[src/logic/cpu_pkg.sv]
`default_nettype none

package cpu_pkg;

    localparam int DATA_W     = 32;
    localparam int REG_ADDR_W = 5;
    localparam int IMM_W      = 16;

    localparam logic [REG_ADDR_W-1:0] LINK_REG = 5'd31; // JAL destination.

    // Primary opcodes in instr[31:26].
    localparam logic [5:0] OP_SPECIAL = 6'h00;
    localparam logic [5:0] OP_REGIMM  = 6'h01;
    localparam logic [5:0] OP_J       = 6'h02;
    localparam logic [5:0] OP_JAL     = 6'h03;
    localparam logic [5:0] OP_BEQ     = 6'h04;
    localparam logic [5:0] OP_BNE     = 6'h05;
    localparam logic [5:0] OP_BGTZ    = 6'h07;
    localparam logic [5:0] OP_ADDIU   = 6'h09;
    localparam logic [5:0] OP_ORI     = 6'h0d;
    localparam logic [5:0] OP_LUI     = 6'h0f;

    localparam logic [4:0] RT_BGEZ = 5'h01; // REGIMM selector in rt.

    // SPECIAL funct codes in instr[5:0].
    localparam logic [5:0] FN_SLL   = 6'h00;
    localparam logic [5:0] FN_JR    = 6'h08;
    localparam logic [5:0] FN_MFHI  = 6'h10;
    localparam logic [5:0] FN_MFLO  = 6'h12;
    localparam logic [5:0] FN_MULTU = 6'h19;
    localparam logic [5:0] FN_ADDU  = 6'h21;
    localparam logic [5:0] FN_SUBU  = 6'h23;
    localparam logic [5:0] FN_AND   = 6'h24;
    localparam logic [5:0] FN_OR    = 6'h25;
    localparam logic [5:0] FN_SLT   = 6'h2a;

    typedef enum logic [3:0] {
        ALU_ADD,
        ALU_SUB,
        ALU_AND,
        ALU_OR,
        ALU_SLT,
        ALU_SLL,
        ALU_LUI,
        ALU_LINK,  // Return address, pc + 8.
        ALU_MFHI,
        ALU_MFLO,
        ALU_NONE
    } alu_op_t;

    typedef enum logic [1:0] {
        SRC_REG,
        SRC_ZIMM,
        SRC_SIMM
    } src_b_t;

endpackage

`default_nettype wire
[src/logic/register_file.sv]
`default_nettype none

module register_file (
    input  logic                             clk,
    input  logic                             rst_n,
    input  logic [cpu_pkg::REG_ADDR_W-1:0]   rs_addr,
    input  logic [cpu_pkg::REG_ADDR_W-1:0]   rt_addr,
    output logic [cpu_pkg::DATA_W-1:0]       rs_rdata,
    output logic [cpu_pkg::DATA_W-1:0]       rt_rdata,
    input  logic                             we,
    input  logic [cpu_pkg::REG_ADDR_W-1:0]   waddr,
    input  logic [cpu_pkg::DATA_W-1:0]       wdata
);

    logic [cpu_pkg::DATA_W-1:0] regs [32];
    logic                       wr_ok;

    assign wr_ok = we && (waddr != '0); // r0 stays zero.

    always_ff @(posedge clk or negedge rst_n) begin
        if (!rst_n) begin
            for (int i = 0; i < 32; i++) begin
                regs[i] <= '0;
            end
        end else if (wr_ok) begin
            regs[waddr] <= wdata;
        end
    end

    // Same-cycle write shows through.
    assign rs_rdata = (wr_ok && waddr == rs_addr) ? wdata : regs[rs_addr];
    assign rt_rdata = (wr_ok && waddr == rt_addr) ? wdata : regs[rt_addr];

endmodule

`default_nettype wire

[config.mk]
export PLATFORM = sky130hd
export DESIGN_NAME = register_file
export DESIGN_NICKNAME = d
export VERILOG_FILES = /design/src/logic/cpu_pkg.sv /design/src/logic/register_file.sv
export SDC_FILE = /design/constraint.sdc
export NUM_CORES = 2
export LEC_CHECK = 0
export BUFFER_PORTS_ARGS = -buffer_cell sky130_fd_sc_hd__buf_2
export CAP_MARGIN = 20
export CORE_MARGIN = 8
export CORE_UTILIZATION = 30
export CTS_CLUSTER_DIAMETER = 60
export DETAILED_ROUTE_END_ITERATION = 6
export PLACE_DENSITY = 0.47
export RECOVER_POWER = 100
export SYNTH_ARGS = -nofsm -noshare
export SYNTH_HDL_FRONTEND = slang
export SYNTH_SLANG_ARGS = --single-unit
[constraint.sdc]
create_clock -name clk -period 5.1 [get_ports clk]
set_input_delay 0.765 -clock clk [delete_from_list [all_inputs] [get_ports clk]]
set_output_delay 0.765 -clock clk [all_outputs]
set_load 0.03 [all_outputs]
## After elaboration in Yosys (flattened, before gate mapping)

Cells that the tools add are included.

- Flip-flop bits (word level): 1024
- Bits in latches: 0
- RAM bits: 0
- Memory bits (read-only): 0
- Output and inout bits: 64
- Logic and storage cells: 57
- Memories: 0

- Add/subtract/negate cells: 0
- Multipliers: 0
- Div/mod/pow operators: 0
- Order comparisons: 4
- Equal/unequal tests: 2
- Shift operators: 0
- Multiplexer cells: 11
- Bitwise gates (word level): 3
- Reductions and logical operators: 5

Operators with widths:

| cell | count |
|---|---|
| 1024-bit bitwise mux | 1 |
| 32-bit binary-select mux with 5-bit select | 2 |
| 32-bit two-way mux | 7 |
| 32-bit demux with 5-bit select | 1 |
| 6-bit >= comparator (second input constant) | 3 |
| 5-bit inverter with 6-bit output | 3 |
| 5-bit equality test | 2 |
| 6-bit by 1-bit less-than comparator with 1-bit output (second input constant) | 1 |
| 5-bit nonzero test | 1 |
| 1-bit logical AND | 4 |

## Logic depth before layout (Yosys ltp)

- Depth after elaboration: 6
- Gate-level depth with buffers: 8
- Mapped depth without buffers: 5

## Least setup slack after synthesis

Ideal clock, no wire load.

- Path type: input-to-output
- From: input port rt_addr[0] (netlist bit)
- To: output port rt_rdata[29] (netlist bit)
- Arrival time: 2.601 ns
- Data required time: 4.335 ns
- Slack: 1.734 ns
- Stages: 7
- Cell sequence: buf_2 -> buf_4 -> buf_4 -> mux4_2 -> o22ai_1 -> or4_1 -> o21ai_1

- Longest elaborated chain between the ends: 5
- Elaborated cells between the ends (all ways): 7
- Classes of those cells: 1 x eq/ne; 4 x mux; 1 x bitwise; 1 x reduce/logical

Ends and longest elaborated chain:

| item | line | RTL |
|---|---|---|
| from (decl) | register_file.sv:7 | `input logic [cpu_pkg::REG_ADDR_W-1:0] rt_addr,` |
| 5-bit inverter with 6-bit output (implied by the code) | register_file.sv:32 | `assign rt_rdata = (wr_ok && waddr == rt_addr) ? wdata : regs[rt_addr];` |
| 32-bit binary-select mux with 5-bit select | register_file.sv:32 |  |
| 32-bit two-way mux (implied by the code) (2 in series) | register_file.sv:32 |  |
| 32-bit two-way mux * | register_file.sv:32 |  |
| to (decl) | register_file.sv:9 | `output logic [cpu_pkg::DATA_W-1:0] rt_rdata,` |

Mark *: on every way between the ends. The rest lies on a longest branch, timed or not. The select of a mux whose other input is x is not followed.

## Worst setup path in the final report

- From: input port waddr[1] (netlist bit)
- To: register regs[298] (netlist bit)

- Longest elaborated chain between the ends: 6
- Elaborated cells between the ends (all ways): 9
- Classes of those cells: 2 x order compare; 3 x mux; 1 x bitwise; 3 x reduce/logical

Ends and longest elaborated chain:

| item | line | RTL |
|---|---|---|
| from (decl) | register_file.sv:11 | `input logic [cpu_pkg::REG_ADDR_W-1:0] waddr,` |
| 5-bit inverter with 6-bit output (implied by the code) | register_file.sv:26 | `regs[waddr] <= wdata;` |
| 6-bit >= comparator (implied by the code) / 6-bit by 1-bit less-than comparator with 1-bit output (equally long branches) | register_file.sv:26 |  |
| 1-bit logical AND (implied by the code) | register_file.sv:26 |  |
| 32-bit two-way mux (implied by the code) | register_file.sv:26 |  |
| 32-bit demux with 5-bit select | register_file.sv:26 |  |
| 1024-bit bitwise mux | register_file.sv:26 |  |
| to (signal, indexed assignment) | register_file.sv:26 |  |
| to (decl) | register_file.sv:15 | `logic [cpu_pkg::DATA_W-1:0] regs [32];` |

Several ways; a longest one is shown, not always the timed one.
A chain may end at the register's enable or synchronous reset.

==> impl_results.md <==
* Gpl congestion at 0.7622
* Crit Path Class: in2reg
* DR vias at 33,140
* Seq/Total Area, Yosys at 47.95%
* Iteration-0 DRC Markers at 2,501
* Hpwl dp at 108,300 µm
* Nets at 3,493
* Worst r2r src: regs[764]
* I/O Pins at 114
* Dominant synthesized flop cell: dfrtp_1
* Clock-pin slew on the worst setup and hold paths at 0.06 ns
* Rows at 155
* Die area at 191,900 µm²
* RSZ-0062 raised after global routing: false
* Synthesized area per cell at 15.34 µm²
* Proportion of power drawn by the clock network at 37.7%
* PD cells at 406.6 nW/µm²
* P_leak at 0.02566 µW
* Post-synth cell types at 41
* Antenna Nets Post-Route at 0
* Slew margin rel. at -159.9%
* Total number of yosys warnings at 0
* Synth Area in XOR/XNOR at 0.1639%
* Worst-path maximum fanout at 17
* Post-synth top area cell: dfrtp_1
* CTS root buf: clkbuf_16
* Final Skew at 0 ns
* Via count of the first global-routing pass at 34,630
* Biggest register: regs
* Period utilisation layout at 92.31%
* Routed WL at 185,200 µm
* Initial Util at 30.09%
* Leading registers by flop count: regs x1024
* CTS tree: built
* EDFF count, synth at 0
* Synth cell count leaders: dfrtp_1, mux2_2, mux4_2
* Clk buf depth at 3
* Die height at 438.1 µm
* Die width at 438.1 µm
* Sequential share of power at 43.4%
* Area growth syn-to-layout at 13.68%
* CTS buffer count at 130
* Crit path DAT at 5.35 ns
* Status: complete, but fails checks
* Share of layout cells above drive strength 1 at 43.71%
* Max reg flops at 1,024
* Routed WL per cell at 31.38 µm
* Hold Crit Class: reg2reg
* Setup_tns at 0 ns
* Netlist Area Pre-Place at 53,450 µm²
* Pre-CTS setup slack at 0.7954 ns
* Synth top area share at 47.95%
* H-tree Lvls at 4
* Compound-gate portion of the synthesized area at 3.638%
* Hold_sp: regs[1010]
* Switching share of power at 27.53%
* GRT Residual Overflow at 0
* Crit. Startpoint: waddr[1]
* Max-Cap Viols at 43
* Post-synthesis simple-gate area fraction at 2.067%
* Finished Core Util at 34.20%
* Worst Hold Depth at 0
* Fraction of the mapped netlist area in adder cells at 0%
* Worst Max-Slew Pin Slew at 3.898 ns
* Fmax at 0.2124 GHz
* Vias per cell at 5.615
* Core footprint at 177,600 µm²
* Syn nets at 3,533
* Clock Latency Late Sink at 0.75 ns
* Port Buf Inserts at 113
* Setup ws final at 0.3921 ns
* Main combinational cell family by area after synthesis: multiplexers
* Fin. Hold Viols at 0
* Critical path required time at 5.74 ns
* First-pass detailed-route iteration total at 5
* Sink Count at 1,024
* Reg2Reg Depth at 1
* Mapped Cells at 3,483
* Failing checks: capacitance limit, slew limit
* Mux contribution to synthesized area at 42.57%
* Worst Setup Start Kind: input port
* DRC Markers at 0
* Fin crit period at 4.708 ns
* Count of final setup violators at 0
* Switch Pwr at 6801 µW
* Maximum number of pins on one net before global-route repair at 148
* First-pass GRT wire length at 268,000 µm
* Top cells by area, synth: dfrtp_1, mux4_2, mux2_2
* CP Capture Type: register
* Seq cells post-synth at 1,024
* Setup bufs post-CTS at 0
* Initial antenna violation count at 21
* Int Pwr at 17,900 µW
* Total GRT Usage at 19.15%
* Max-slew violations at 1,388
* Fraction of registers with async set/reset at 100.0%
* Combinational power share at 18.9%
* VDD IR max at 0.3489 mV
* Most common cell in the netlist: dfrtp_1
## cell type report
type | instances | area, µm²
Fill cell | 17300 | 116900
Multi-Input combinational cell | 2044 | 26000
Sequential cell | 1024 | 25620
Clock buffer | 187 | 3821
Tap cell | 2355 | 2947
Timing Repair Buffer | 240 | 1867
Clock inverter | 41 | 470.5
Antenna cell | 7 | 17.52
Inverter | 3 | 11.26
## layout by cell type (no fill, tap or decap), types with 8 or more instances in the layout
cell type	Yosys	final
clkbuf_2	0	8
o22ai_1	248	248
o21ai_1	62	58
nor2_1	22	20
nand2_1	83	80
clkbuf_16	0	133
clkbuf_8	0	29
inv_6	0	9
clkbuf_1	220	75
clkinv_2	0	12
buf_12	0	34
dfrtp_1	1024	1024
buf_2	87	80
mux2_2	630	630
mux4_2	511	511
or4_1	62	62
buf_4	36	57
mux2_1	363	363
## layer usage
layer  vias to the layer above  GRT usage (%)  share of wire (%)
met4                         8          7.079                3.7
met1                     18350          25.09                 42
met3                       320          3.182                4.6
li1                      13570              -                  -
met2                       892          32.01                 49
met5                         -              0              0.030
## power by group through the flow
stage	Clock (µW)	Sequential (µW)	Combinational, µW
global placement	0	10800	4700
detailed placement	0	10800	4750
floorplan	0	10500	3570
global route	9880	10900	4990
finish	9310	10700	4670
CTS	9550	10700	4760
## what timing repair did
action                    CTS  global route
hold endpoints to repair   53             0
gates resized for setup     0             0
hold buffers                1             0
## kinds of logic after synthesis
logic type,after synthesis
muxes,1510
xor gates and xnor gates,10
AOI/OAI and AO/OA,320
and+or+nand+nor,204
buffers and inverters,415
DFF,1024
## critical path, stage by stage
cell and delay [ns]:
clkbuf_1 0.38, nand3b_1 0.25, nor2_1 2.07, clkbuf_1 1.41
mux2_2 0.44
## stage by stage
stage | std cells | power [µW] | hold slack, ns | instance area, µm²
detailed placement | 5665 | 15580 | 0.3833 | 56940
finish | 5901 | 24700 | 0.3920 | 60760
CTS | 5894 | 25000 | 0.3954 | 61240
floorplan | 3483 | 14040 | 0.4413 | 53450
global route | 5898 | 25820 | 0.4051 | 60750
global placement | 5665 | 15470 | 0.3764 | 56940
## worst paths after layout
path	slack (ns)	end
setup / recovery	0.39	regs[298]
hold / removal	0.39	regs[1010]
setup reg to reg	4.26	regs[764]
hold reg to reg	0.39	regs[1010]
max in group asynchronous	1.01	regs[249]
min in group asynchronous	0.58	regs[906]
Power figures use the tool's default switching activity.
