$ cat src/logic/cpu_pkg.sv
`default_nettype none

package cpu_pkg;

    localparam int DATA_W     = 32;
    localparam int REG_ADDR_W = 5;
    localparam int IMM_W      = 16;

    localparam logic [REG_ADDR_W-1:0] LINK_REG = 5'd31; // JAL destination.

    // Primary opcodes in instr[31:26].
    localparam logic [5:0] OP_SPECIAL = 6'h00;
    localparam logic [5:0] OP_REGIMM  = 6'h01;
    localparam logic [5:0] OP_J       = 6'h02;
    localparam logic [5:0] OP_JAL     = 6'h03;
    localparam logic [5:0] OP_BEQ     = 6'h04;
    localparam logic [5:0] OP_BNE     = 6'h05;
    localparam logic [5:0] OP_BGTZ    = 6'h07;
    localparam logic [5:0] OP_ADDIU   = 6'h09;
    localparam logic [5:0] OP_ORI     = 6'h0d;
    localparam logic [5:0] OP_LUI     = 6'h0f;

    localparam logic [4:0] RT_BGEZ = 5'h01; // REGIMM selector in rt.

    // SPECIAL funct codes in instr[5:0].
    localparam logic [5:0] FN_SLL   = 6'h00;
    localparam logic [5:0] FN_JR    = 6'h08;
    localparam logic [5:0] FN_MFHI  = 6'h10;
    localparam logic [5:0] FN_MFLO  = 6'h12;
    localparam logic [5:0] FN_MULTU = 6'h19;
    localparam logic [5:0] FN_ADDU  = 6'h21;
    localparam logic [5:0] FN_SUBU  = 6'h23;
    localparam logic [5:0] FN_AND   = 6'h24;
    localparam logic [5:0] FN_OR    = 6'h25;
    localparam logic [5:0] FN_SLT   = 6'h2a;

    typedef enum logic [3:0] {
        ALU_ADD,
        ALU_SUB,
        ALU_AND,
        ALU_OR,
        ALU_SLT,
        ALU_SLL,
        ALU_LUI,
        ALU_LINK,  // Return address, pc + 8.
        ALU_MFHI,
        ALU_MFLO,
        ALU_NONE
    } alu_op_t;

    typedef enum logic [1:0] {
        SRC_REG,
        SRC_ZIMM,
        SRC_SIMM
    } src_b_t;

endpackage

`default_nettype wire
$ cat src/logic/pipe_if.sv
`default_nettype none


interface decode_execute_if;
    logic                           valid;
    logic [cpu_pkg::DATA_W-1:0]     pc;
    cpu_pkg::alu_op_t               alu_op;
    cpu_pkg::src_b_t                src_b;
    logic [cpu_pkg::DATA_W-1:0]     rs_data;
    logic [cpu_pkg::DATA_W-1:0]     rt_data;
    logic [cpu_pkg::IMM_W-1:0]      imm;
    logic [cpu_pkg::REG_ADDR_W-1:0] sa;
    logic [cpu_pkg::REG_ADDR_W-1:0] dest;
    logic                           wen;
    logic                           is_multu;
    // Forward path back from execute.
    logic [cpu_pkg::DATA_W-1:0]     fwd_data;
    logic [cpu_pkg::REG_ADDR_W-1:0] fwd_dest;
    logic                           fwd_wen;

    modport decode (output valid, pc, alu_op, src_b, rs_data, rt_data, imm, sa,
                           dest, wen, is_multu,
                    input  fwd_data, fwd_dest, fwd_wen);
    modport execute (input  valid, pc, alu_op, src_b, rs_data, rt_data, imm, sa,
                            dest, wen, is_multu,
                     output fwd_data, fwd_dest, fwd_wen);
endinterface

interface execute_result_if;
    logic                           valid;
    logic [cpu_pkg::DATA_W-1:0]     pc;
    logic [cpu_pkg::REG_ADDR_W-1:0] dest;
    logic                           wen;
    logic [cpu_pkg::DATA_W-1:0]     data;

    modport execute (output valid, pc, dest, wen, data);
    modport result (input valid, pc, dest, wen, data);
endinterface

`default_nettype wire

$ cat src/logic/execute_stage.sv
`default_nettype none

module execute_stage (
    input  logic                clk,
    input  logic                rst_n,
    decode_execute_if.execute   de,
    execute_result_if.execute   er
);

    logic                           valid_q;
    logic [cpu_pkg::DATA_W-1:0]     pc_q;
    cpu_pkg::alu_op_t               alu_op_q;
    cpu_pkg::src_b_t                src_b_q;
    logic [cpu_pkg::DATA_W-1:0]     rs_q;
    logic [cpu_pkg::DATA_W-1:0]     rt_q;
    logic [cpu_pkg::IMM_W-1:0]      imm_q;
    logic [cpu_pkg::REG_ADDR_W-1:0] sa_q;
    logic [cpu_pkg::REG_ADDR_W-1:0] dest_q;
    logic                           wen_q;
    logic                           is_multu_q;
    logic [cpu_pkg::DATA_W-1:0]     op_b;
    logic [cpu_pkg::DATA_W-1:0]     alu_out;
    logic [cpu_pkg::DATA_W-1:0]     hi;
    logic [cpu_pkg::DATA_W-1:0]     lo;
    logic [2*cpu_pkg::DATA_W-1:0]   product;

    always_ff @(posedge clk or negedge rst_n) begin
        if (!rst_n) begin
            valid_q <= 1'b0;
        end else begin
            valid_q <= de.valid;
        end
    end

    always_ff @(posedge clk) begin
        pc_q       <= de.pc;
        alu_op_q   <= de.alu_op;
        src_b_q    <= de.src_b;
        rs_q       <= de.rs_data;
        rt_q       <= de.rt_data;
        imm_q      <= de.imm;
        sa_q       <= de.sa;
        dest_q     <= de.dest;
        wen_q      <= de.wen;
        is_multu_q <= de.is_multu;
    end

    always_comb begin
        case (src_b_q)
            cpu_pkg::SRC_ZIMM: op_b = {16'h0000, imm_q};
            cpu_pkg::SRC_SIMM: op_b = {{16{imm_q[15]}}, imm_q};
            default:           op_b = rt_q;
        endcase
    end

    always_comb begin
        case (alu_op_q)
            cpu_pkg::ALU_ADD:  alu_out = rs_q + op_b;
            cpu_pkg::ALU_SUB:  alu_out = rs_q - op_b;
            cpu_pkg::ALU_AND:  alu_out = rs_q & op_b;
            cpu_pkg::ALU_OR:   alu_out = rs_q | op_b;
            cpu_pkg::ALU_SLT:  alu_out = {31'd0, $signed(rs_q) < $signed(op_b)};
            cpu_pkg::ALU_SLL:  alu_out = rt_q << sa_q;
            cpu_pkg::ALU_LUI:  alu_out = {imm_q, 16'h0000};
            cpu_pkg::ALU_LINK: alu_out = pc_q + 32'd8;
            cpu_pkg::ALU_MFHI: alu_out = hi;
            cpu_pkg::ALU_MFLO: alu_out = lo;
            default:           alu_out = '0;
        endcase
    end

    assign product = {32'd0, rs_q} * {32'd0, rt_q};

    // Written at the end of MULTU's cycle, so a following MFHI or MFLO sees it.
    always_ff @(posedge clk or negedge rst_n) begin
        if (!rst_n) begin
            hi <= '0;
            lo <= '0;
        end else if (valid_q && is_multu_q) begin
            hi <= product[63:32];
            lo <= product[31:0];
        end
    end

    assign de.fwd_data = alu_out;
    assign de.fwd_dest = dest_q;
    assign de.fwd_wen  = valid_q & wen_q;

    always_ff @(posedge clk or negedge rst_n) begin
        if (!rst_n) begin
            er.valid <= 1'b0;
        end else begin
            er.valid <= valid_q;
        end
    end

    always_ff @(posedge clk) begin
        er.pc   <= pc_q;
        er.dest <= dest_q;
        er.wen  <= wen_q;
        er.data <= alu_out;
    end

endmodule

`default_nettype wire

$ cat src/flat_wrapper.sv
// flat-port wrapper written by rule: the top's interface ports become plain ports
module execute_stage_flat 
  (clk, rst_n, de_valid, de_pc, de_alu_op, de_src_b, de_rs_data, de_rt_data, de_imm, de_sa, de_dest, de_wen, de_is_multu, de_fwd_data, de_fwd_dest, de_fwd_wen, er_valid, er_pc, er_dest, er_wen, er_data);
  decode_execute_if de_i ();
  execute_result_if er_i ();
  input  logic clk;
  input  logic rst_n;
  input wire logic [$bits(de_i.valid)-1:0] de_valid;
  input wire logic [$bits(de_i.pc)-1:0] de_pc;
  input wire logic [$bits(de_i.alu_op)-1:0] de_alu_op;
  input wire logic [$bits(de_i.src_b)-1:0] de_src_b;
  input wire logic [$bits(de_i.rs_data)-1:0] de_rs_data;
  input wire logic [$bits(de_i.rt_data)-1:0] de_rt_data;
  input wire logic [$bits(de_i.imm)-1:0] de_imm;
  input wire logic [$bits(de_i.sa)-1:0] de_sa;
  input wire logic [$bits(de_i.dest)-1:0] de_dest;
  input wire logic [$bits(de_i.wen)-1:0] de_wen;
  input wire logic [$bits(de_i.is_multu)-1:0] de_is_multu;
  output wire logic [$bits(de_i.fwd_data)-1:0] de_fwd_data;
  output wire logic [$bits(de_i.fwd_dest)-1:0] de_fwd_dest;
  output wire logic [$bits(de_i.fwd_wen)-1:0] de_fwd_wen;
  output wire logic [$bits(er_i.valid)-1:0] er_valid;
  output wire logic [$bits(er_i.pc)-1:0] er_pc;
  output wire logic [$bits(er_i.dest)-1:0] er_dest;
  output wire logic [$bits(er_i.wen)-1:0] er_wen;
  output wire logic [$bits(er_i.data)-1:0] er_data;
  assign de_i.valid = de_valid;
  assign de_i.pc = de_pc;
  assign de_i.alu_op = de_alu_op;
  assign de_i.src_b = de_src_b;
  assign de_i.rs_data = de_rs_data;
  assign de_i.rt_data = de_rt_data;
  assign de_i.imm = de_imm;
  assign de_i.sa = de_sa;
  assign de_i.dest = de_dest;
  assign de_i.wen = de_wen;
  assign de_i.is_multu = de_is_multu;
  assign de_fwd_data = de_i.fwd_data;
  assign de_fwd_dest = de_i.fwd_dest;
  assign de_fwd_wen = de_i.fwd_wen;
  assign er_valid = er_i.valid;
  assign er_pc = er_i.pc;
  assign er_dest = er_i.dest;
  assign er_wen = er_i.wen;
  assign er_data = er_i.data;
  execute_stage u_core (.clk(clk), .rst_n(rst_n), .de(de_i), .er(er_i));
endmodule
$ cat config.mk
export PLATFORM = sky130hd
export DESIGN_NAME = execute_stage_flat
export DESIGN_NICKNAME = d
export VERILOG_FILES = /design/src/logic/cpu_pkg.sv /design/src/logic/pipe_if.sv /design/src/logic/execute_stage.sv /design/src/flat_wrapper.sv
export SDC_FILE = /design/constraint.sdc
export NUM_CORES = 2
export LEC_CHECK = 0
export ABC_AREA = 1
export BUFFER_PORTS_ARGS = -buffer_cell sky130_fd_sc_hd__buf_2
export CELL_PAD_IN_SITES_DETAIL_PLACEMENT = 1
export CELL_PAD_IN_SITES_GLOBAL_PLACEMENT = 1
export CORE_UTILIZATION = 43
export DETAILED_ROUTE_END_ITERATION = 10
export HOLD_SLACK_MARGIN = 0.1
export PLACE_DENSITY = 0.77
export SYNTH_ARGS = -nofsm -noshare
export SYNTH_HDL_FRONTEND = slang
export SYNTH_SLANG_ARGS = --single-unit
$ cat constraint.sdc
create_clock -name clk -period 6.65 [get_ports clk]
set_clock_uncertainty 0.2 [all_clocks]
set_input_delay 0.9975 -clock clk [delete_from_list [all_inputs] [get_ports clk]]
set_output_delay 0.9975 -clock clk [all_outputs]
set_load 0.01 [all_outputs]
# ---- Word level (Yosys, flattened, before mapping)
# Cells that the tools add are included.
dict set report classes {
  n_addsub 3
  mul 1
  n_div 0
  n_lt_le_gt_ge 1
  n_eq_ne 11
  shifts 1
  mux 2
  bitwise 3
  n_reduce_logical 2
}
# cell count
set op_table {}
lappend op_table {{32-bit one-hot mux with 10 select lines} 1}
lappend op_table {{32-bit by 32-bit multiplier with 64-bit output} 1}
lappend op_table {{32-bit one-hot mux with 2 select lines} 1}
lappend op_table {{32-bit adder} 1}
lappend op_table {{32-bit by 4-bit adder with 32-bit output (second input constant)} 1}
lappend op_table {{32-bit bitwise AND} 1}
lappend op_table {{32-bit < comparator} 1}
lappend op_table {{32-bit OR} 1}
lappend op_table {{32-bit by 5-bit << shifter with 32-bit output} 1}
lappend op_table {{32-bit subtractor} 1}
lappend op_table {{4-bit by 3-bit == test with 1-bit output (second input constant)} 4}
lappend op_table {{4-bit by 2-bit == test with 1-bit output (second input constant)} 2}
lappend op_table {{4-bit == test (second input constant)} 2}
lappend op_table {{4-bit by 1-bit == test with 1-bit output (second input constant)} 1}
lappend op_table {{4-bit logical NOT} 1}
lappend op_table {{2-bit by 1-bit == test with 1-bit output (second input constant)} 1}
lappend op_table {{2-bit == test (second input constant)} 1}
lappend op_table {{1-bit bitwise AND} 1}
lappend op_table {{1-bit logical AND} 1}
dict set report word_totals {
  regBits 266
  latch_bits 0
  ramBits 0
  romBits 0
  elab_cells 42
  mem_count 0
}

# ---- Logic depth before layout (Yosys ltp)
dict set report logic_depth {
  word_depth 4
  depth_mapped 34
  depth_no_buf 32
}

# ---- Worst setup path before layout
# OpenSTA, ideal clock, no wires.
dict set report synth_path {
  path_kind {flip-flop to flip-flop}
  startpoint {reg u_core.rs_q[31] (netlist bit)}
  endpoint {reg u_core.hi[22] (netlist bit)}
  setup_time_ps 117
  arrival_time_ps 6223
  slack_ps 110
  stages_incl_launch_ff 28
  n_path_buf 2
  cell_sequence {dfxtp_1 clkbuf_1 clkbuf_1 nand2_1 fa_1 inv_1 fa_1 fa_1 inv_1 fa_1 inv_1 fa_1 fa_1 fa_1 inv_1 fa_1 inv_1 ha_1 nand2_1 nor2_1 nand2_1 nor2_1 and2_1 nand2_1 nand2_1 nand2_1 nand3_1 nand2_1}
}
dict set report synth_via {
  elab_chain_len 1
}
# element line
set synth_rtl {}
lappend synth_rtl {{start, declared} execute_stage.sv:14} ;# logic [cpu_pkg::DATA_W-1:0] rs_q;
lappend synth_rtl {{start signal, assigned} execute_stage.sv:39} ;# rs_q <= de.rs_data;
lappend synth_rtl {{32-bit by 32-bit multiplier with 64-bit output} execute_stage.sv:72} ;# assign product = {32'd0, rs_q} * {32'd0, rt_q};
lappend synth_rtl {{end signal, assigned} execute_stage.sv:80} ;# hi <= product[63:32];
lappend synth_rtl {{end, declared} execute_stage.sv:23} ;# logic [cpu_pkg::DATA_W-1:0] hi;
# Every way passes these cells.
# A chain may end at the register's enable or synchronous reset.

# ---- Worst setup path after layout
dict set report layout_path {
  startpoint {reg u_core.rs_q[18] (netlist bit)}
  endpoint {reg u_core.lo[29] (netlist bit)}
}
dict set report layout_via {
  elab_chain_len 1
}
# element line
set layout_rtl {}
lappend layout_rtl {{32-bit by 32-bit multiplier with 64-bit output} execute_stage.sv:72}
lappend layout_rtl {{end signal, assigned} execute_stage.sv:81} ;# lo <= product[31:0];
lappend layout_rtl {{end, declared} execute_stage.sv:24} ;# logic [cpu_pkg::DATA_W-1:0] lo;
# Every way passes these cells.

==> results.json <==
{
  "run_status": "complete, but fails checks",
  "violations": "setup timing",
  "hold_path.class": "flip-flop to flip-flop",
  "ff2ff_path_depth": 29,
  "ys_ff_latch": 266,
  "setup_ws_final_ns": -0.9004,
  "syn-mean-instance-area_um2": 7.074,
  "gpl.final_weighted_congestion": 1.013,
  "relSlewSlack_pct": 24.68,
  "grt_pass1_vias": 56080,
  "netlist_top_cells_area": "fa_1 34%, nand2_1 16%, inv_1 15%",
  "critical_path_depth": 29,
  "holdPathStages": 0,
  "vias": 53260,
  "grt_use_total_pct": 38.34,
  "min_period_over_period_pct": 113.5,
  "cts_sinks": 266,
  "ys_seq_area_share_pct": 10.82,
  "setup_total_negative_slack_ns": -30.69,
  "total_instance_count_after_detailed_placement": 9357,
  "critPathMostFrequentCell": "fa_1",
  "num_rows": 127,
  "transition_at_the_pin_with_the_smallest_max_transition_slack_ns": 1.118,
  "achievable-frequency_mhz": 132.4,
  "finalSetupViolCount": 51,
  "net_count_after_synthesis": 8784,
  "root_buffer": "clkbuf_16",
  "tritoncts": "built",
  "die_w_um": 350.7,
  "worst_path_max_delay_cell": "fa_2",
  "areaGrowthSynthToFinish_pct": 25.88,
  "gr-total-overflow": 0,
  "grt_first_pass_wirelength_um": 347700,
  "finalNetCount": 9344,
  "post_synth_design_cell_area_mm2": 0.05228,
  "maximum_number_of_pins_on_one_net_before_global_route_repair": 76,
  "max-clock-path-buffers": 3,
  "worst_ep_arrival_time_ns": 7.88,
  "clock_insertion_delay_worst_skew_ns": 0.69,
  "final-instance-count-excl-fill": 9596,
  "crit_buf_inv": 11,
  "routedWlPerCell_um": 27.01,
  "drc_errors": 0,
  "cts_htree_levels": 1,
  "post_route_cells_drive_above_1_share_pct": 23.13,
  "syn-instance-count": 7391,
  "routed_wl_um": 259100,
  "top_level_ports": 242,
  "cts-buffers-inserted": 31,
  "placement.io_buffers": 241,
  "final_period_minus_worst_setup_slack_ns": 7.550,
  "yosysTopAreaCell": "fa_1",
  "cts.clk_slew.worst_paths_ns": 0.08,
  "floorplan.die.height_um": 350.7,
  "place.detailed.hpwl_um": 192700,
  "cp-start-kind": "flip-flop",
  "design.die.area_mm2": 0.1230,
  "initial_utilization_pct": 43.46,
  "worst_path_dominant_cell_family": "adder cells",
  "core_mm2": 0.1203,
  "dr.first_iter.drc_count": 4836,
  "vias_per_cell": 5.550,
  "endpoint_kind": "flip-flop",
  "antenna_found_initial": 12,
  "max_stage_delay_ns": 0.68,
  "drv.max_cap_violation_count": 0,
  "critical_path_peak_fanout": 5,
  "drtPass1Iterations": 7,
  "rsz_0062_raised_after_global_routing": "true",
  "most_common_cell_in_the_synthesized_netlist": "nand2_1",
  "yosysTopAreaCellShare_pct": 34.38,
  "worstSetupPathType": "flip-flop to flip-flop",
  "synthDistinctLibCells": 55,
  "async_flop_share_pct": 24.81,
  "synth_top_cells_by_count": "2188 x nand2_1, 2042 x inv_1, 898 x fa_1",
  "detail_route_antenna_nets": 0,
  "hold_viol_final": 0,
  "worstPathRequired_ns": 6.98,
  "synthesis.yosys.warnings": 0,
  "ys.flop_type": "dfxtp_1",
  "synth_edf_count": 0,
  "report.final.slew_viol_count": 0
}
cell usage in the layout (no fill, tap or decap), drive strengths merged:
cell type	Yosys	final
a31oi	2	2
and3	4	4
dlygate4sd3	0	1
a21boi	2	2
dfrtp	66	66
a211oi	8	8
fa	898	898
and2	21	21
nand3	401	401
or2	10	10
bufbuf	0	1
nand4	46	46
nor4	4	4
nand3b	10	10
ha	362	362
nand2	2208	2208
o2bb2ai	1	1
dfxtp	200	200
xor2	6	6
a21o	1	1
o2111ai	3	3
a21oi	140	140
inv	2064	2076
buf	57	859
bufinv	0	5
o22ai	4	4
clkinv	0	3
nor3	44	44
clkbuf	285	46
a221oi	1	1
o31ai	1	1
o21ai	173	173
a22o	3	3
o21bai	15	15
nor2	285	285
o221ai	3	3
o211ai	30	30
diode	0	8
xnor2	32	32
o32ai	1	1
through the flow:
| step | utilization (%) | cell area, um2 | hold WS (ns) | setup WS (ns) |
|---|---|---|---|---|
| after floorplan | - | 52280 | 0.1308 | 0.1098 |
| after CTS | 52.21 | 62800 | 0.1510 | -0.2431 |
| final | 54.71 | 65810 | 0.1497 | -0.9004 |
| after global routing | 54.70 | 65800 | 0.1553 | -0.8677 |
| after global placement | 48.91 | 58840 | 0.1270 | -0.5194 |
| after detailed placement | 48.91 | 58840 | 0.1355 | -0.6898 |
cells by family after synthesis:
| group | after synthesis | synth area share (%) |
|---|---|---|
| flops | 266 | 10.82 |
| fa+ha+maj | 1260 | 43.05 |
| compound gates | 388 | 4.162 |
| buf+inv | 2406 | 17.54 |
| simple gates | 3033 | 23.79 |
| xor+xnor | 38 | 0.6366 |
layout make-up:
| class | instances | area, um2 |
|---|---|---|
| diodes | 8 | 20.02 |
| clock buffers | 38 | 872.1 |
| clock inverters | 20 | 287.8 |
| fillers | 14880 | 54470 |
| inverters | 2064 | 7762 |
| multi-input cells | 4719 | 40570 |
| flip-flops and latches | 266 | 5806 |
| well taps | 1612 | 2017 |
| repair buffers | 869 | 8484 |
worst paths after layout:
check	from	slack, ns	end
min reg2reg	u_core.de.fwd_dest[2]	0.15	u_core.er.dest[2]
max reg2reg	u_core.rs_q[18]	-0.90	u_core.lo[29]
min	u_core.de.fwd_dest[2]	0.15	u_core.er.dest[2]
min in group asynchronous	rst_n	0.47	u_core.lo[4]
max in group asynchronous	rst_n	4.49	u_core.hi[31]
max	u_core.rs_q[18]	-0.90	u_core.lo[29]
flip-flops by register name, indices dropped and copies added (netlist names):
signal	cells
u_core.alu_op_q	4
u_core.de.fwd_dest	5
u_core.er.data	32
u_core.er.dest	5
u_core.er.pc	32
u_core.er.valid	1
u_core.er.wen	1
u_core.hi	32
u_core.imm_q	16
u_core.is_multu_q	1
u_core.lo	32
u_core.pc_q	32
u_core.rs_q	32
u_core.rt_q	32
u_core.sa_q	5
u_core.src_b_q	2
u_core.valid_q	1
u_core.wen_q	1
metal layers:
layer / GRT usage (%) / share of wire [%]
met1: 46.50 / 36
met2: 65.64 / 47
met3: 6.298 / 8.9
met4: 19.36 / 8.1
met5: 0 / 0.036
timing repair:
action | 4_1_cts | 5_1_grt
gates cloned | 4 | 8
pin swaps | 202 | 346
endpoints found under the hold margin | 6 | 0
buffers inserted | 79 | 92
gates resized for setup | 579 | 638
hold buffers | 1 | 0
setup endpoints to repair | 52 | 52
Power is left out: the tool's default activity adds up to more than one toggle a clock period on the data nets, which glitch-free logic cannot reach.
