===== src/logic/cpu_pkg.sv =====
`default_nettype none

package cpu_pkg;

    localparam int DATA_W     = 32;
    localparam int REG_ADDR_W = 5;
    localparam int IMM_W      = 16;

    localparam logic [REG_ADDR_W-1:0] LINK_REG = 5'd31; // JAL destination.

    // Primary opcodes in instr[31:26].
    localparam logic [5:0] OP_SPECIAL = 6'h00;
    localparam logic [5:0] OP_REGIMM  = 6'h01;
    localparam logic [5:0] OP_J       = 6'h02;
    localparam logic [5:0] OP_JAL     = 6'h03;
    localparam logic [5:0] OP_BEQ     = 6'h04;
    localparam logic [5:0] OP_BNE     = 6'h05;
    localparam logic [5:0] OP_BGTZ    = 6'h07;
    localparam logic [5:0] OP_ADDIU   = 6'h09;
    localparam logic [5:0] OP_ORI     = 6'h0d;
    localparam logic [5:0] OP_LUI     = 6'h0f;

    localparam logic [4:0] RT_BGEZ = 5'h01; // REGIMM selector in rt.

    // SPECIAL funct codes in instr[5:0].
    localparam logic [5:0] FN_SLL   = 6'h00;
    localparam logic [5:0] FN_JR    = 6'h08;
    localparam logic [5:0] FN_MFHI  = 6'h10;
    localparam logic [5:0] FN_MFLO  = 6'h12;
    localparam logic [5:0] FN_MULTU = 6'h19;
    localparam logic [5:0] FN_ADDU  = 6'h21;
    localparam logic [5:0] FN_SUBU  = 6'h23;
    localparam logic [5:0] FN_AND   = 6'h24;
    localparam logic [5:0] FN_OR    = 6'h25;
    localparam logic [5:0] FN_SLT   = 6'h2a;

    typedef enum logic [3:0] {
        ALU_ADD,
        ALU_SUB,
        ALU_AND,
        ALU_OR,
        ALU_SLT,
        ALU_SLL,
        ALU_LUI,
        ALU_LINK,  // Return address, pc + 8.
        ALU_MFHI,
        ALU_MFLO,
        ALU_NONE
    } alu_op_t;

    typedef enum logic [1:0] {
        SRC_REG,
        SRC_ZIMM,
        SRC_SIMM
    } src_b_t;

endpackage

`default_nettype wire

===== src/logic/pipe_if.sv =====
`default_nettype none

interface fetch_decode_if;
    logic [cpu_pkg::DATA_W-1:0] fetch_pc;  // Address now on imem_addr.
    logic [cpu_pkg::DATA_W-1:0] pc;        // Address of instr.
    logic [cpu_pkg::DATA_W-1:0] instr;
    logic                       valid;
    logic                       in_delay_slot;
    logic [cpu_pkg::DATA_W-1:0] next_pc;
    logic                       next_in_delay_slot;

    modport fetch (output fetch_pc, pc, instr, valid, in_delay_slot,
                   input  next_pc, next_in_delay_slot);
    modport decode (input  fetch_pc, pc, instr, valid, in_delay_slot,
                    output next_pc, next_in_delay_slot);
endinterface


`default_nettype wire


===== src/logic/fetch_stage.sv =====
`default_nettype none

module fetch_stage #(
    parameter logic [31:0] RESET_PC = 32'h0000_0000
) (
    input  logic                       clk,
    input  logic                       rst_n,
    output logic [cpu_pkg::DATA_W-1:0] imem_addr,
    input  logic [cpu_pkg::DATA_W-1:0] imem_data,
    fetch_decode_if.fetch              fd
);

    logic [cpu_pkg::DATA_W-1:0] pc_reg;
    logic [cpu_pkg::DATA_W-1:0] fetched_pc;
    logic                       valid_q;
    logic                       in_ds_q;

    always_ff @(posedge clk or negedge rst_n) begin
        if (!rst_n) begin
            pc_reg  <= RESET_PC;
            valid_q <= 1'b0;
            in_ds_q <= 1'b0;
        end else begin
            pc_reg  <= fd.next_pc;
            valid_q <= 1'b1;                  // Word for pc_reg arrives next cycle.
            in_ds_q <= fd.next_in_delay_slot;
        end
    end

    // Lines up with imem_data one cycle later.
    always_ff @(posedge clk) begin
        fetched_pc <= pc_reg;
    end

    assign imem_addr        = pc_reg;
    assign fd.fetch_pc      = pc_reg;
    assign fd.pc            = fetched_pc;
    assign fd.instr         = imem_data;
    assign fd.valid         = valid_q;
    assign fd.in_delay_slot = in_ds_q;

endmodule

`default_nettype wire


===== src/flat_wrapper.sv =====
// flat-port wrapper written by rule: the top's interface ports become plain ports
module fetch_stage_flat 
#(
    parameter logic [31:0] RESET_PC = 32'h0000_0000
)
  (clk, rst_n, imem_addr, imem_data, fd_fetch_pc, fd_pc, fd_instr, fd_valid, fd_in_delay_slot, fd_next_pc, fd_next_in_delay_slot);
  fetch_decode_if fd_i ();
  input  logic clk;
  input  logic rst_n;
  output logic [cpu_pkg::DATA_W-1:0] imem_addr;
  input  logic [cpu_pkg::DATA_W-1:0] imem_data;
  output wire logic [$bits(fd_i.fetch_pc)-1:0] fd_fetch_pc;
  output wire logic [$bits(fd_i.pc)-1:0] fd_pc;
  output wire logic [$bits(fd_i.instr)-1:0] fd_instr;
  output wire logic [$bits(fd_i.valid)-1:0] fd_valid;
  output wire logic [$bits(fd_i.in_delay_slot)-1:0] fd_in_delay_slot;
  input wire logic [$bits(fd_i.next_pc)-1:0] fd_next_pc;
  input wire logic [$bits(fd_i.next_in_delay_slot)-1:0] fd_next_in_delay_slot;
  assign fd_fetch_pc = fd_i.fetch_pc;
  assign fd_pc = fd_i.pc;
  assign fd_instr = fd_i.instr;
  assign fd_valid = fd_i.valid;
  assign fd_in_delay_slot = fd_i.in_delay_slot;
  assign fd_i.next_pc = fd_next_pc;
  assign fd_i.next_in_delay_slot = fd_next_in_delay_slot;
  fetch_stage #(.RESET_PC(RESET_PC)) u_core (.clk(clk), .rst_n(rst_n), .imem_addr(imem_addr), .imem_data(imem_data), .fd(fd_i));
endmodule

===== config.mk =====
export PLATFORM = sky130hd
export DESIGN_NAME = fetch_stage_flat
export DESIGN_NICKNAME = d
export VERILOG_FILES = /design/src/logic/cpu_pkg.sv /design/src/logic/pipe_if.sv /design/src/logic/fetch_stage.sv /design/src/flat_wrapper.sv
export SDC_FILE = /design/constraint.sdc
export NUM_CORES = 1
export LEC_CHECK = 0
export BUFFER_PORTS_ARGS = -buffer_cell sky130_fd_sc_hd__buf_2
export CORE_MARGIN = 2
export CORE_UTILIZATION = 25
export CTS_BUF_LIST = sky130_fd_sc_hd__clkbuf_4
export CTS_CLUSTER_SIZE = 20
export DETAILED_ROUTE_END_ITERATION = 7
export PLACE_DENSITY_LB_ADDON = 0.05
export SYNTH_ARGS = -nofsm -noshare
export SYNTH_HDL_FRONTEND = slang
export SYNTH_SLANG_ARGS = --single-unit

===== constraint.sdc =====
create_clock -name clk -period 1.2 [get_ports clk]
set_input_delay 0.12 -clock clk [delete_from_list [all_inputs] [get_ports clk]]
set_output_delay 0.12 -clock clk [all_outputs]
set_load 0.005 [all_outputs]

; ---- Word level (Yosys, flattened, before mapping)
; Cells that the tools add are included.
[totals]
reg_bits = 66
input_bits = 67
output_inout_bits = 130
word_cells = 4

; ---- Logic depth before layout (Yosys ltp)
; Gate-level depths: netlist (run 1).
[depth]
ltp_word = 0
depth_mapped = 1
mapped_depth_nobuf = 0

; ---- Least setup slack after synthesis (run 1)
; Ideal clock, no wire load.
[synth_timing]
path_kind = register to output
startpoint = register u_core.pc_reg, in the netlist u_core.fd.fetch_pc[0]
endpoint = output port imem_addr[0] (netlist bit)
arrival_ns = 0.511
required_ns = 1.080
setup_slack_ns = 0.569
stages_incl_launch_ff = 2
n_path_buf = 1
cell_sequence = dfrtp_1 > buf_4
[synth_lines]
columns = item, line_no
row1 = "start, declared", fetch_stage.sv:13  ; logic [cpu_pkg::DATA_W-1:0] pc_reg;
row2 = "start signal, assigned", fetch_stage.sv:24  ; pc_reg <= fd.next_pc;
row3 = "end, declared", flat_wrapper.sv:10  ; output logic [cpu_pkg::DATA_W-1:0] imem_addr;
; No word-level cell between the ends.

; ---- Final worst setup path (run 1)
[layout_timing]
startpoint = register u_core.pc_reg, in the netlist u_core.fd.fetch_pc[6]
endpoint = output port fd_fetch_pc[6]
[layout_lines]
columns = item, line_no
row1 = "end, declared", flat_wrapper.sv:12  ; output wire logic [$bits(fd_i.fetch_pc)-1:0] fd_fetch_pc;
; No word-level cell between the ends.

==> results of run 1 <==
[cell usage after synthesis]
cell type	instances
dfxtp_1	32
buf_4	64
conb_1	1
dfrtp_1	34
[report_power, final]
group | total [uW] | switching, uW | internal (uW)
Clock | 1570 | 743 | 822
Sequential | 2370 | 48.4 | 2320
Combinational | 354 | 133 | 221
Total | 4290 | 925 | 3360
[final cells by class]
class                           instances  area share
Multi-Input combinational cell          1     0.00135
Tap cell                              102      0.0459
Clock inverter                          7      0.0301
Clock buffer                            9      0.0243
Sequential cell                        66       0.536
Timing Repair Buffer                  167       0.362
[through the flow]
step | util | area, um2 | total power [uW] | setup slack [ns] | std cells
2_1_floorplan | - | 1980 | 2610 | 0.569 | 131
3_3_place_gp | 0.298 | 2290 | 2700 | 0.561 | 302
3_5_place_dp | 0.298 | 2290 | 2700 | 0.562 | 302
4_1_cts | 0.362 | 2780 | 4390 | 0.0862 | 352
5_1_grt | 0.362 | 2780 | 4510 | 0.0394 | 352
6_report | 0.362 | 2780 | 4290 | 0.142 | 352
[cell families after synthesis]
kind of cell	Yosys count	share of synthesized area
flops	66	0.755
other cells	1	0.00190
buf+inv	64	0.243
[layer usage]
layer  vias up  routed length, um  track usage
met5         -                  0            0
met4         0                240       0.0637
li1        562                  -            -
met2        83               2420        0.179
met3        25                470       0.0586
met1       603               1300       0.0834
[worst paths after layout]
path,endpoint,slack [ns],cells past startpoint
hold / removal,fd_instr[14],0.24,0
setup / recovery,fd_fetch_pc[6],0.14,1
max in group asynchronous,u_core.fd.fetch_pc[4],0.57,3
min in group asynchronous,u_core.fd.fetch_pc[24],0.30,3
hold reg to reg,u_core.fd.pc[16],0.39,0
setup reg to reg,u_core.fd.pc[25],0.67,0
==> results.ini, run 1 <==
[outcome]
status = finished, final reports clean

[clocking]
ctsRootBufferMaster = clkbuf_4
ctsHoldBuffers = 34
cts_tree = built
clk_path_buf_depth = 2
post_cts_buffers = 0
cts_buffers = 9
htree_levels = 3
cts.clk_slew.worst_paths_ns = 0.11
cts_sinks = 66
clk_latency_ns = 0.38
cts_resized = 0

[route]
ant_nets = 0
drc = 0
routed_wl_um = 4430
vias = 1273
drt-pass1-iter-count = 4
vias_per_cell = 3.62
wl_per_cell_um = 12.6
drt_iter0_markers = 11

[worst_hold_path]
min_path_type = in2out
min_from = imem_data[14]

[power_and_ir_drop]
ir_worst_vdd_mv = 0.679
p_per_area_nw_per_um2 = 1540
cellLeakagePower_uw = 0.00141

[synth]
yosysUniqueCellTypes = 4
synth_nets = 198
seq_area_frac_synth = 0.755
netlist_area_um2 = 1980
synth.top_cells.by_area = dfrtp_1, dfxtp_1, buf_4, conb_1
ys_warn_count = 0
synth_cells = 131
avgSynthCellArea_um2 = 15.1
ys_ff_latch = 66
netlist.area_leader.share = 0.431
yosysTopAreaCell = dfrtp_1

[die]
rows = 32
initial_utilization = 0.257
die_area_um2 = 8630
coreArea_um2 = 7690
ioPinCount = 197
die_w_um = 92.9
fp.dieH_um = 92.9

[placed_design]
dp.final_hpwl_um = 3330
place_congestion = 0.635
io_buffer_count = 132

[layout]
diodes = 0
layout.nets = 312
final_common_cell = buf_2
seq_area_um2 = 1490
mostFrequentLayoutCells = buf_2, dlygate4sd3_1, dfrtp_1, dfxtp_1, clkbuf_4
area_growth_pct = 40.8
layout-drive-gt1-share = 0.584
multiInputGateArea_um2 = 3.75
fill_cells = 780

[critical_path]
crit_fanout = 3
cp_data_required_time_ns = 1.08
worstSetupEndpointType = output port
critPathTopFamily = flip-flops
critPathKind = reg2out
cp-start-kind = flop
max_stage_delay_ns = 0.41
r2r_start = u_core.fd.fetch_pc[25]
crit_buf_inv = 1
crit_start = u_core.fd.fetch_pc[6]
crit_chain = buf_2
critPathSlowestCell = dfrtp_1
cp.arrival_ns = 0.94

[timing]
finalHoldViolCount = 0
rsz0062_at_grt = false
holdWs_ns = 0.240
fmax_ghz = 0.945
fin_setup_tns_ns = 0
fin_skew_ns = 0.00880
min_period_over_period = 0.881
setup_viol = 0
fin_crit_ns = 1.06
slew_violations = 0

[global_route]
gr-total-overflow = 0
grt_use_total = 0.100
grt_first_pass_wirelength_um = 6300
grt_pass1_vias = 1251
grt_start_max_net_pins = 35
antenna_found_initial = 0

[flow_run]
maxCapViolations = 0

Power figures use the tool's default switching activity.
==> run 2: changes to the inputs <==
- RECOVER_POWER: not set -> 100
==> run 2 against run 1 <==
Global-route usage unchanged. Sequential power hardly changed. First-iteration DRC count shrank 18%. Die area did not move. Utilization is 0.63 points lower. Critical path depth did not move. Clock power about the same. Cell count did not move. Largest cell class unchanged. Highest routed layer unchanged.
==> results.ini, run 2 (synthesized netlist as in run 1, its figures left out) <==
[critical_path]
max_stage_delay_ns = 0.41  ; about the same
worstSetupEndpointType = output port  ; unchanged
rrSetupSlack_ns = 0.67  ; about the same
crit_chain = buf_2  ; unchanged
critPathKind = reg2out  ; unchanged
r2r_start = u_core.fd.fetch_pc[25]  ; unchanged
crit_start = u_core.fd.fetch_pc[6]  ; unchanged
r2r_cells = 0  ; unchanged
crit_buf_inv = 1  ; unchanged
cp_data_required_time_ns = 1.08  ; about the same
crit_path_end = imem_addr[6]  ; was fd_fetch_pc[6]
critPathTopFamily = flip-flops  ; unchanged
cp.arrival_ns = 0.93  ; was 0.94 ns
cp-start-kind = flop  ; unchanged
path_depth = 1  ; unchanged
crit_fanout = 3  ; unchanged
critPathSlowestCell = dfrtp_1  ; unchanged
r2r-end = u_core.fd.pc[25]  ; unchanged

[route]
wl_per_cell_um = 12.6  ; about the same
ant_nets = 0  ; unchanged
drt-pass1-iter-count = 4  ; unchanged
vias_per_cell = 3.61  ; was 3.62
vias = 1271  ; was 1273
drc = 0  ; unchanged
drt_iter0_markers = 9  ; was 11
routed_wl_um = 4440  ; was 4430 um

[timing]
setup_ws_ns = 0.146  ; was 0.142 ns
fin_setup_tns_ns = 0  ; unchanged
slew_violations = 0  ; unchanged
finalHoldViolCount = 0  ; unchanged
setup_viol = 0  ; unchanged
fin_skew_ns = 0.00868  ; was 0.00880 ns
rsz0062_at_grt = false  ; unchanged
relSlewSlack = 0.466
fin_crit_ns = 1.05  ; was 1.06 ns
tightest_slew_ns = 0.801
fmax_ghz = 0.949  ; was 0.945 GHz
holdWs_ns = 0.240  ; unchanged
min_period_over_period = 0.878  ; was 0.881

[die]
initial_utilization = 0.257  ; unchanged
die_w_um = 92.9  ; unchanged
coreArea_um2 = 7690  ; unchanged
ioPinCount = 197  ; unchanged
die_area_um2 = 8630  ; unchanged
rows = 32  ; unchanged
fp.dieH_um = 92.9  ; unchanged

[global_route]
grt_pass1_vias = 1251  ; unchanged
gr-total-overflow = 0  ; unchanged
grt_use_total = 0.100  ; unchanged
grt_first_pass_wirelength_um = 6300  ; unchanged
grt_start_max_net_pins = 35  ; unchanged
antenna_found_initial = 0  ; unchanged

[clocking]
clk_latency_ns = 0.38  ; about the same
cts_tree = built  ; unchanged
post_cts_buffers = 0  ; unchanged
cts.clk_slew.worst_paths_ns = 0.11  ; about the same
cts_resized = 0  ; unchanged
ctsRootBufferMaster = clkbuf_4  ; unchanged
htree_levels = 3  ; unchanged
ctsHoldBuffers = 34  ; unchanged
cts_buffers = 9  ; unchanged
clk_path_buf_depth = 2  ; unchanged
cts_sinks = 66  ; unchanged

[power_and_ir_drop]
switching_share = 0.217  ; was 0.216
p_int_uw = 3350  ; was 3360 uW
cellLeakagePower_uw = 0.00131  ; was 0.00141 uW
p_per_area_nw_per_um2 = 1560  ; was 1540 nW/um2
ir_worst_vdd_mv = 0.677  ; was 0.679 mV
seqPwrFrac = 0.555  ; was 0.553
power_switching_uw = 927  ; was 925 uW
pwr-share-comb = 0.079  ; was 0.082
p_clk_frac = 0.366  ; was 0.365

[flow_run]
maxCapViolations = 0  ; unchanged

[layout]
fill_cells = 801  ; was 780
layout-drive-gt1-share = 0.436  ; was 0.584
layout.nets = 312  ; unchanged
area_growth_pct = 38.4  ; was 40.8%
final_common_cell = buf_2  ; unchanged
fin_util = 0.356  ; was 0.362
mostFrequentLayoutCells = buf_2, clkbuf_1, dlygate4sd3_1, dfrtp_1, dfxtp_1  ; was buf_2, dlygate4sd3_1, dfrtp_1, dfxtp_1, clkbuf_4
diodes = 0  ; unchanged

[placed_design]
place_congestion = 0.635  ; unchanged
pre_cts_ws_ns = 0.562  ; unchanged
io_buffer_count = 132  ; unchanged
dp.final_hpwl_um = 3330  ; unchanged

[outcome]
status = finished, final reports clean  ; unchanged

[worst_hold_path]
min_path_type = in2out  ; unchanged

-- run 2: worst min path at each step --
| stage | start | to | slack [ns] | depth (start not counted) |
|---|---|---|---|---|
| global route | imem_data[8] | fd_instr[8] | 0.24 | 0 |
| finish | imem_data[14] | fd_instr[14] | 0.24 | 0 |
| detailed placement | rst_n | u_core.fd.fetch_pc[24] | 0.19 | 2 |
| global placement | rst_n | u_core.fd.fetch_pc[24] | 0.18 | 2 |
| CTS | imem_data[13] | fd_instr[13] | 0.24 | 0 |
| floorplan | rst_n | u_core.fd.fetch_pc[0] | -0.18 | 0 |
-- run 2: layer usage --
layer	share of wire	up-vias	track usage
li1	-	562	-
met1	0.29	599	0.0834
met2	0.55	85	0.179
met3	0.11	25	0.0586
met4	0.054	0	0.0637
met5	0	-	0
-- run 2: metrics by stage --
step                      power (uW)  cell area, um2  instances
after floorplan                 2610            1980        131
after global placement          2700            2290        302
after detailed placement        2700            2290        302
after CTS                       4390            2780        352
after global routing            4490            2730        352
final                           4270            2730        352
-- run 2: layout make-up --
cell class | instances | area (um2) | area share
Sequential cell | 66 | 1490 | 0.546
Timing Repair Buffer | 167 | 960 | 0.351
Clock inverter | 7 | 83.8 | 0.0307
Multi-Input combinational cell | 1 | 3.75 | 0.00137
Tap cell | 102 | 128 | 0.0467
Clock buffer | 9 | 67.6 | 0.0247
-- run 2: power groups by stage --
stage | combinational [uW] | clock, uW | sequential (uW)
2_1_floorplan | 171 | 0 | 2430
3_3_place_gp | 285 | 0 | 2410
3_5_place_dp | 277 | 0 | 2420
4_1_cts | 364 | 1650 | 2370
5_1_grt | 373 | 1730 | 2390
6_report | 337 | 1570 | 2370
==> run 3: changes to the inputs <==
- PLACE_DENSITY_LB_ADDON: 0.05 -> not set
- SETUP_SLACK_MARGIN: not set -> 0.15
==> run 3 against run 2 <==
First-iteration DRC count grew to 2.7 times the previous value. Sequential cell count stayed put. Clock power is 19% higher. Maximum frequency is 2.4% lower. Utilization is 1.2 points higher. Via count is 1.2% higher. Setup slack worse by 0.026 ns. Sequential share of layout area is 1.7 points lower. Clock-buffer cell count is 1 higher. Critical path depth stayed put. Largest cell class unchanged. Highest routed layer unchanged.
==> results.ini, run 3 (synthesized netlist as in run 1, its figures left out) <==
[global_route]
gr-total-overflow = 0  ; unchanged
grt-busiest-layer = met2  ; unchanged
antenna_found_initial = 0  ; unchanged
use_met1 = 0.0972  ; was 0.0834
grt_start_max_net_pins = 23  ; was 35
grt_use_total = 0.0995  ; was 0.100
met3_usage = 0.0537  ; was 0.0586
grtUsageMet2 = 0.163  ; was 0.179
grt_first_pass_wirelength_um = 6220  ; was 6300 um
grt_pass1_vias = 1326  ; was 1251

[layout]
mostFrequentLayoutCells = buf_2, clkbuf_1, dlygate4sd3_1, dfrtp_1, dfxtp_1  ; unchanged
layout-drive-gt1-share = 0.412  ; was 0.436
final_common_cell = buf_2  ; unchanged
seq_area_um2 = 1490  ; unchanged
fill_cells = 781  ; was 801
area_growth_pct = 42.9  ; was 38.4%
multiInputGateArea_um2 = 3.75  ; unchanged
diodes = 0  ; unchanged
fin_util = 0.367  ; was 0.356
layout.nets = 319  ; was 312

[route]
vias = 1286  ; was 1271
drt_iter0_markers = 24  ; was 9
ant_nets = 0  ; unchanged
drt-pass1-iter-count = 4  ; unchanged
drc = 0  ; unchanged
vias_per_cell = 3.58  ; was 3.61
routed_wl_um = 4310  ; was 4440 um
wl_per_cell_um = 12.0  ; was 12.6 um

[critical_path]
cp.arrival_ns = 0.96  ; was 0.93 ns
critPathTopFamily = flip-flops  ; unchanged
crit_buf_inv = 1  ; unchanged
critPathSlowestCell = dfrtp_1  ; unchanged
cp_data_required_time_ns = 1.08  ; about the same
max_stage_delay_ns = 0.42  ; was 0.41 ns
worstSetupEndpointType = output port  ; unchanged
crit_chain = buf_2  ; unchanged
critPathKind = reg2out  ; unchanged
crit_fanout = 3  ; unchanged
cp-start-kind = flop  ; unchanged

[placed_design]
place_congestion = 0.704  ; was 0.635
dp.final_hpwl_um = 2920  ; was 3330 um
io_buffer_count = 132  ; unchanged

[die]
initial_utilization = 0.257  ; unchanged
die_area_um2 = 8630  ; unchanged
fp.dieH_um = 92.9  ; unchanged
ioPinCount = 197  ; unchanged
die_w_um = 92.9  ; unchanged
coreArea_um2 = 7690  ; unchanged
rows = 32  ; unchanged

[power_and_ir_drop]
switching_share = 0.213  ; was 0.217
power_switching_uw = 983  ; was 927 uW
ir_worst_vdd_mv = 1.04  ; was 0.677 mV
seqPwrFrac = 0.516  ; was 0.555
pwr-share-comb = 0.078  ; was 0.079
p_per_area_nw_per_um2 = 1630  ; was 1560 nW/um2
cellLeakagePower_uw = 0.00133  ; was 0.00131 uW
p_clk_frac = 0.407  ; was 0.366
p_int_uw = 3620  ; was 3350 uW

[timing]
fmax_ghz = 0.926  ; was 0.949 GHz
rsz0062_at_grt = true  ; was false
setup_viol = 0  ; unchanged
fin_crit_ns = 1.08  ; was 1.05 ns
tightest_slew_ns = 0.817  ; was 0.801 ns
fin_setup_tns_ns = 0  ; unchanged
slew_violations = 0  ; unchanged
fin_skew_ns = 0.0149  ; was 0.00868 ns
finalHoldViolCount = 0  ; unchanged
relSlewSlack = 0.456  ; was 0.466
min_period_over_period = 0.900  ; was 0.878

[clocking]
cts_tree = built  ; unchanged
ctsRootBufferMaster = clkbuf_4  ; unchanged
cts_sinks = 66  ; unchanged
clk_path_buf_depth = 2  ; unchanged
cts_buffers = 9  ; unchanged
htree_levels = 3  ; unchanged
cts.clk_slew.worst_paths_ns = 0.12  ; was 0.11 ns
clk_latency_ns = 0.40  ; was 0.38 ns

[flow_run]
maxCapViolations = 0  ; unchanged

[worst_hold_path]
min_path_type = in2out  ; unchanged

[outcome]
status = finished, final reports clean  ; unchanged

-- run 3: path summary, 6_finish.rpt --
kind	startpoint	endpoint	slack, ns	cells after the start
worst max-delay path	u_core.fd.fetch_pc[30]	imem_addr[30]	0.12	1
worst min-delay path	imem_data[26]	fd_instr[26]	0.24	0
worst max register to register	u_core.fd.fetch_pc[13]	u_core.fd.pc[13]	0.46	2
worst min register to register	u_core.fd.fetch_pc[18]	u_core.fd.pc[18]	0.39	0
max in group asynchronous	rst_n	u_core.fd.fetch_pc[9]	0.28	3
min in group asynchronous	rst_n	u_core.fd.fetch_pc[30]	0.32	2
-- run 3: cell type report --
class	count	share of cell area
Clock buffer	10	0.0266
Clock inverter	6	0.0408
Multi-Input combinational cell	1	0.00133
Sequential cell	66	0.528
Tap cell	102	0.0452
Timing Repair Buffer	174	0.358
-- run 3: layer usage --
metal / share of wire / wire [um]
met1: 0.35 / 1520
met2: 0.51 / 2200
met3: 0.11 / 484
met4: 0.024 / 102
met5: 0 / 0
-- run 3: metrics by stage --
stage                     hold WS (ns)  instances  worst slack (ns)  power, uW  cell area [um2]
after global routing             0.240        359            0.0288       4840             2820
after CTS                        0.104        358            0.0687       4710             2880
after global placement          0.0510        302             0.539       2700             2300
after floorplan                 -0.176        131             0.569       2610             1980
final                            0.240        359             0.120       4610             2820
after detailed placement        0.0499        302             0.542       2700             2300
-- run 3: what timing repair did --
| action | in CTS | in global routing |
|---|---|---|
| buffers inserted | 6 | 1 |
| hold buffers | 34 | 0 |
| gates cloned | 0 | 0 |
| hold endpoints to repair | 67 | 0 |
| resized for setup | 0 | 1 |
| setup endpoints to repair | 65 | 67 |
-- run 3: power by group through the flow --
| stage | sequential, uW | clock (uW) | combinational (uW) |
|---|---|---|---|
| after floorplan | 2430 | 0 | 171 |
| after global placement | 2420 | 0 | 279 |
| after detailed placement | 2420 | 0 | 280 |
| after CTS | 2370 | 1950 | 380 |
| after global routing | 2390 | 2060 | 391 |
| final | 2380 | 1870 | 358 |
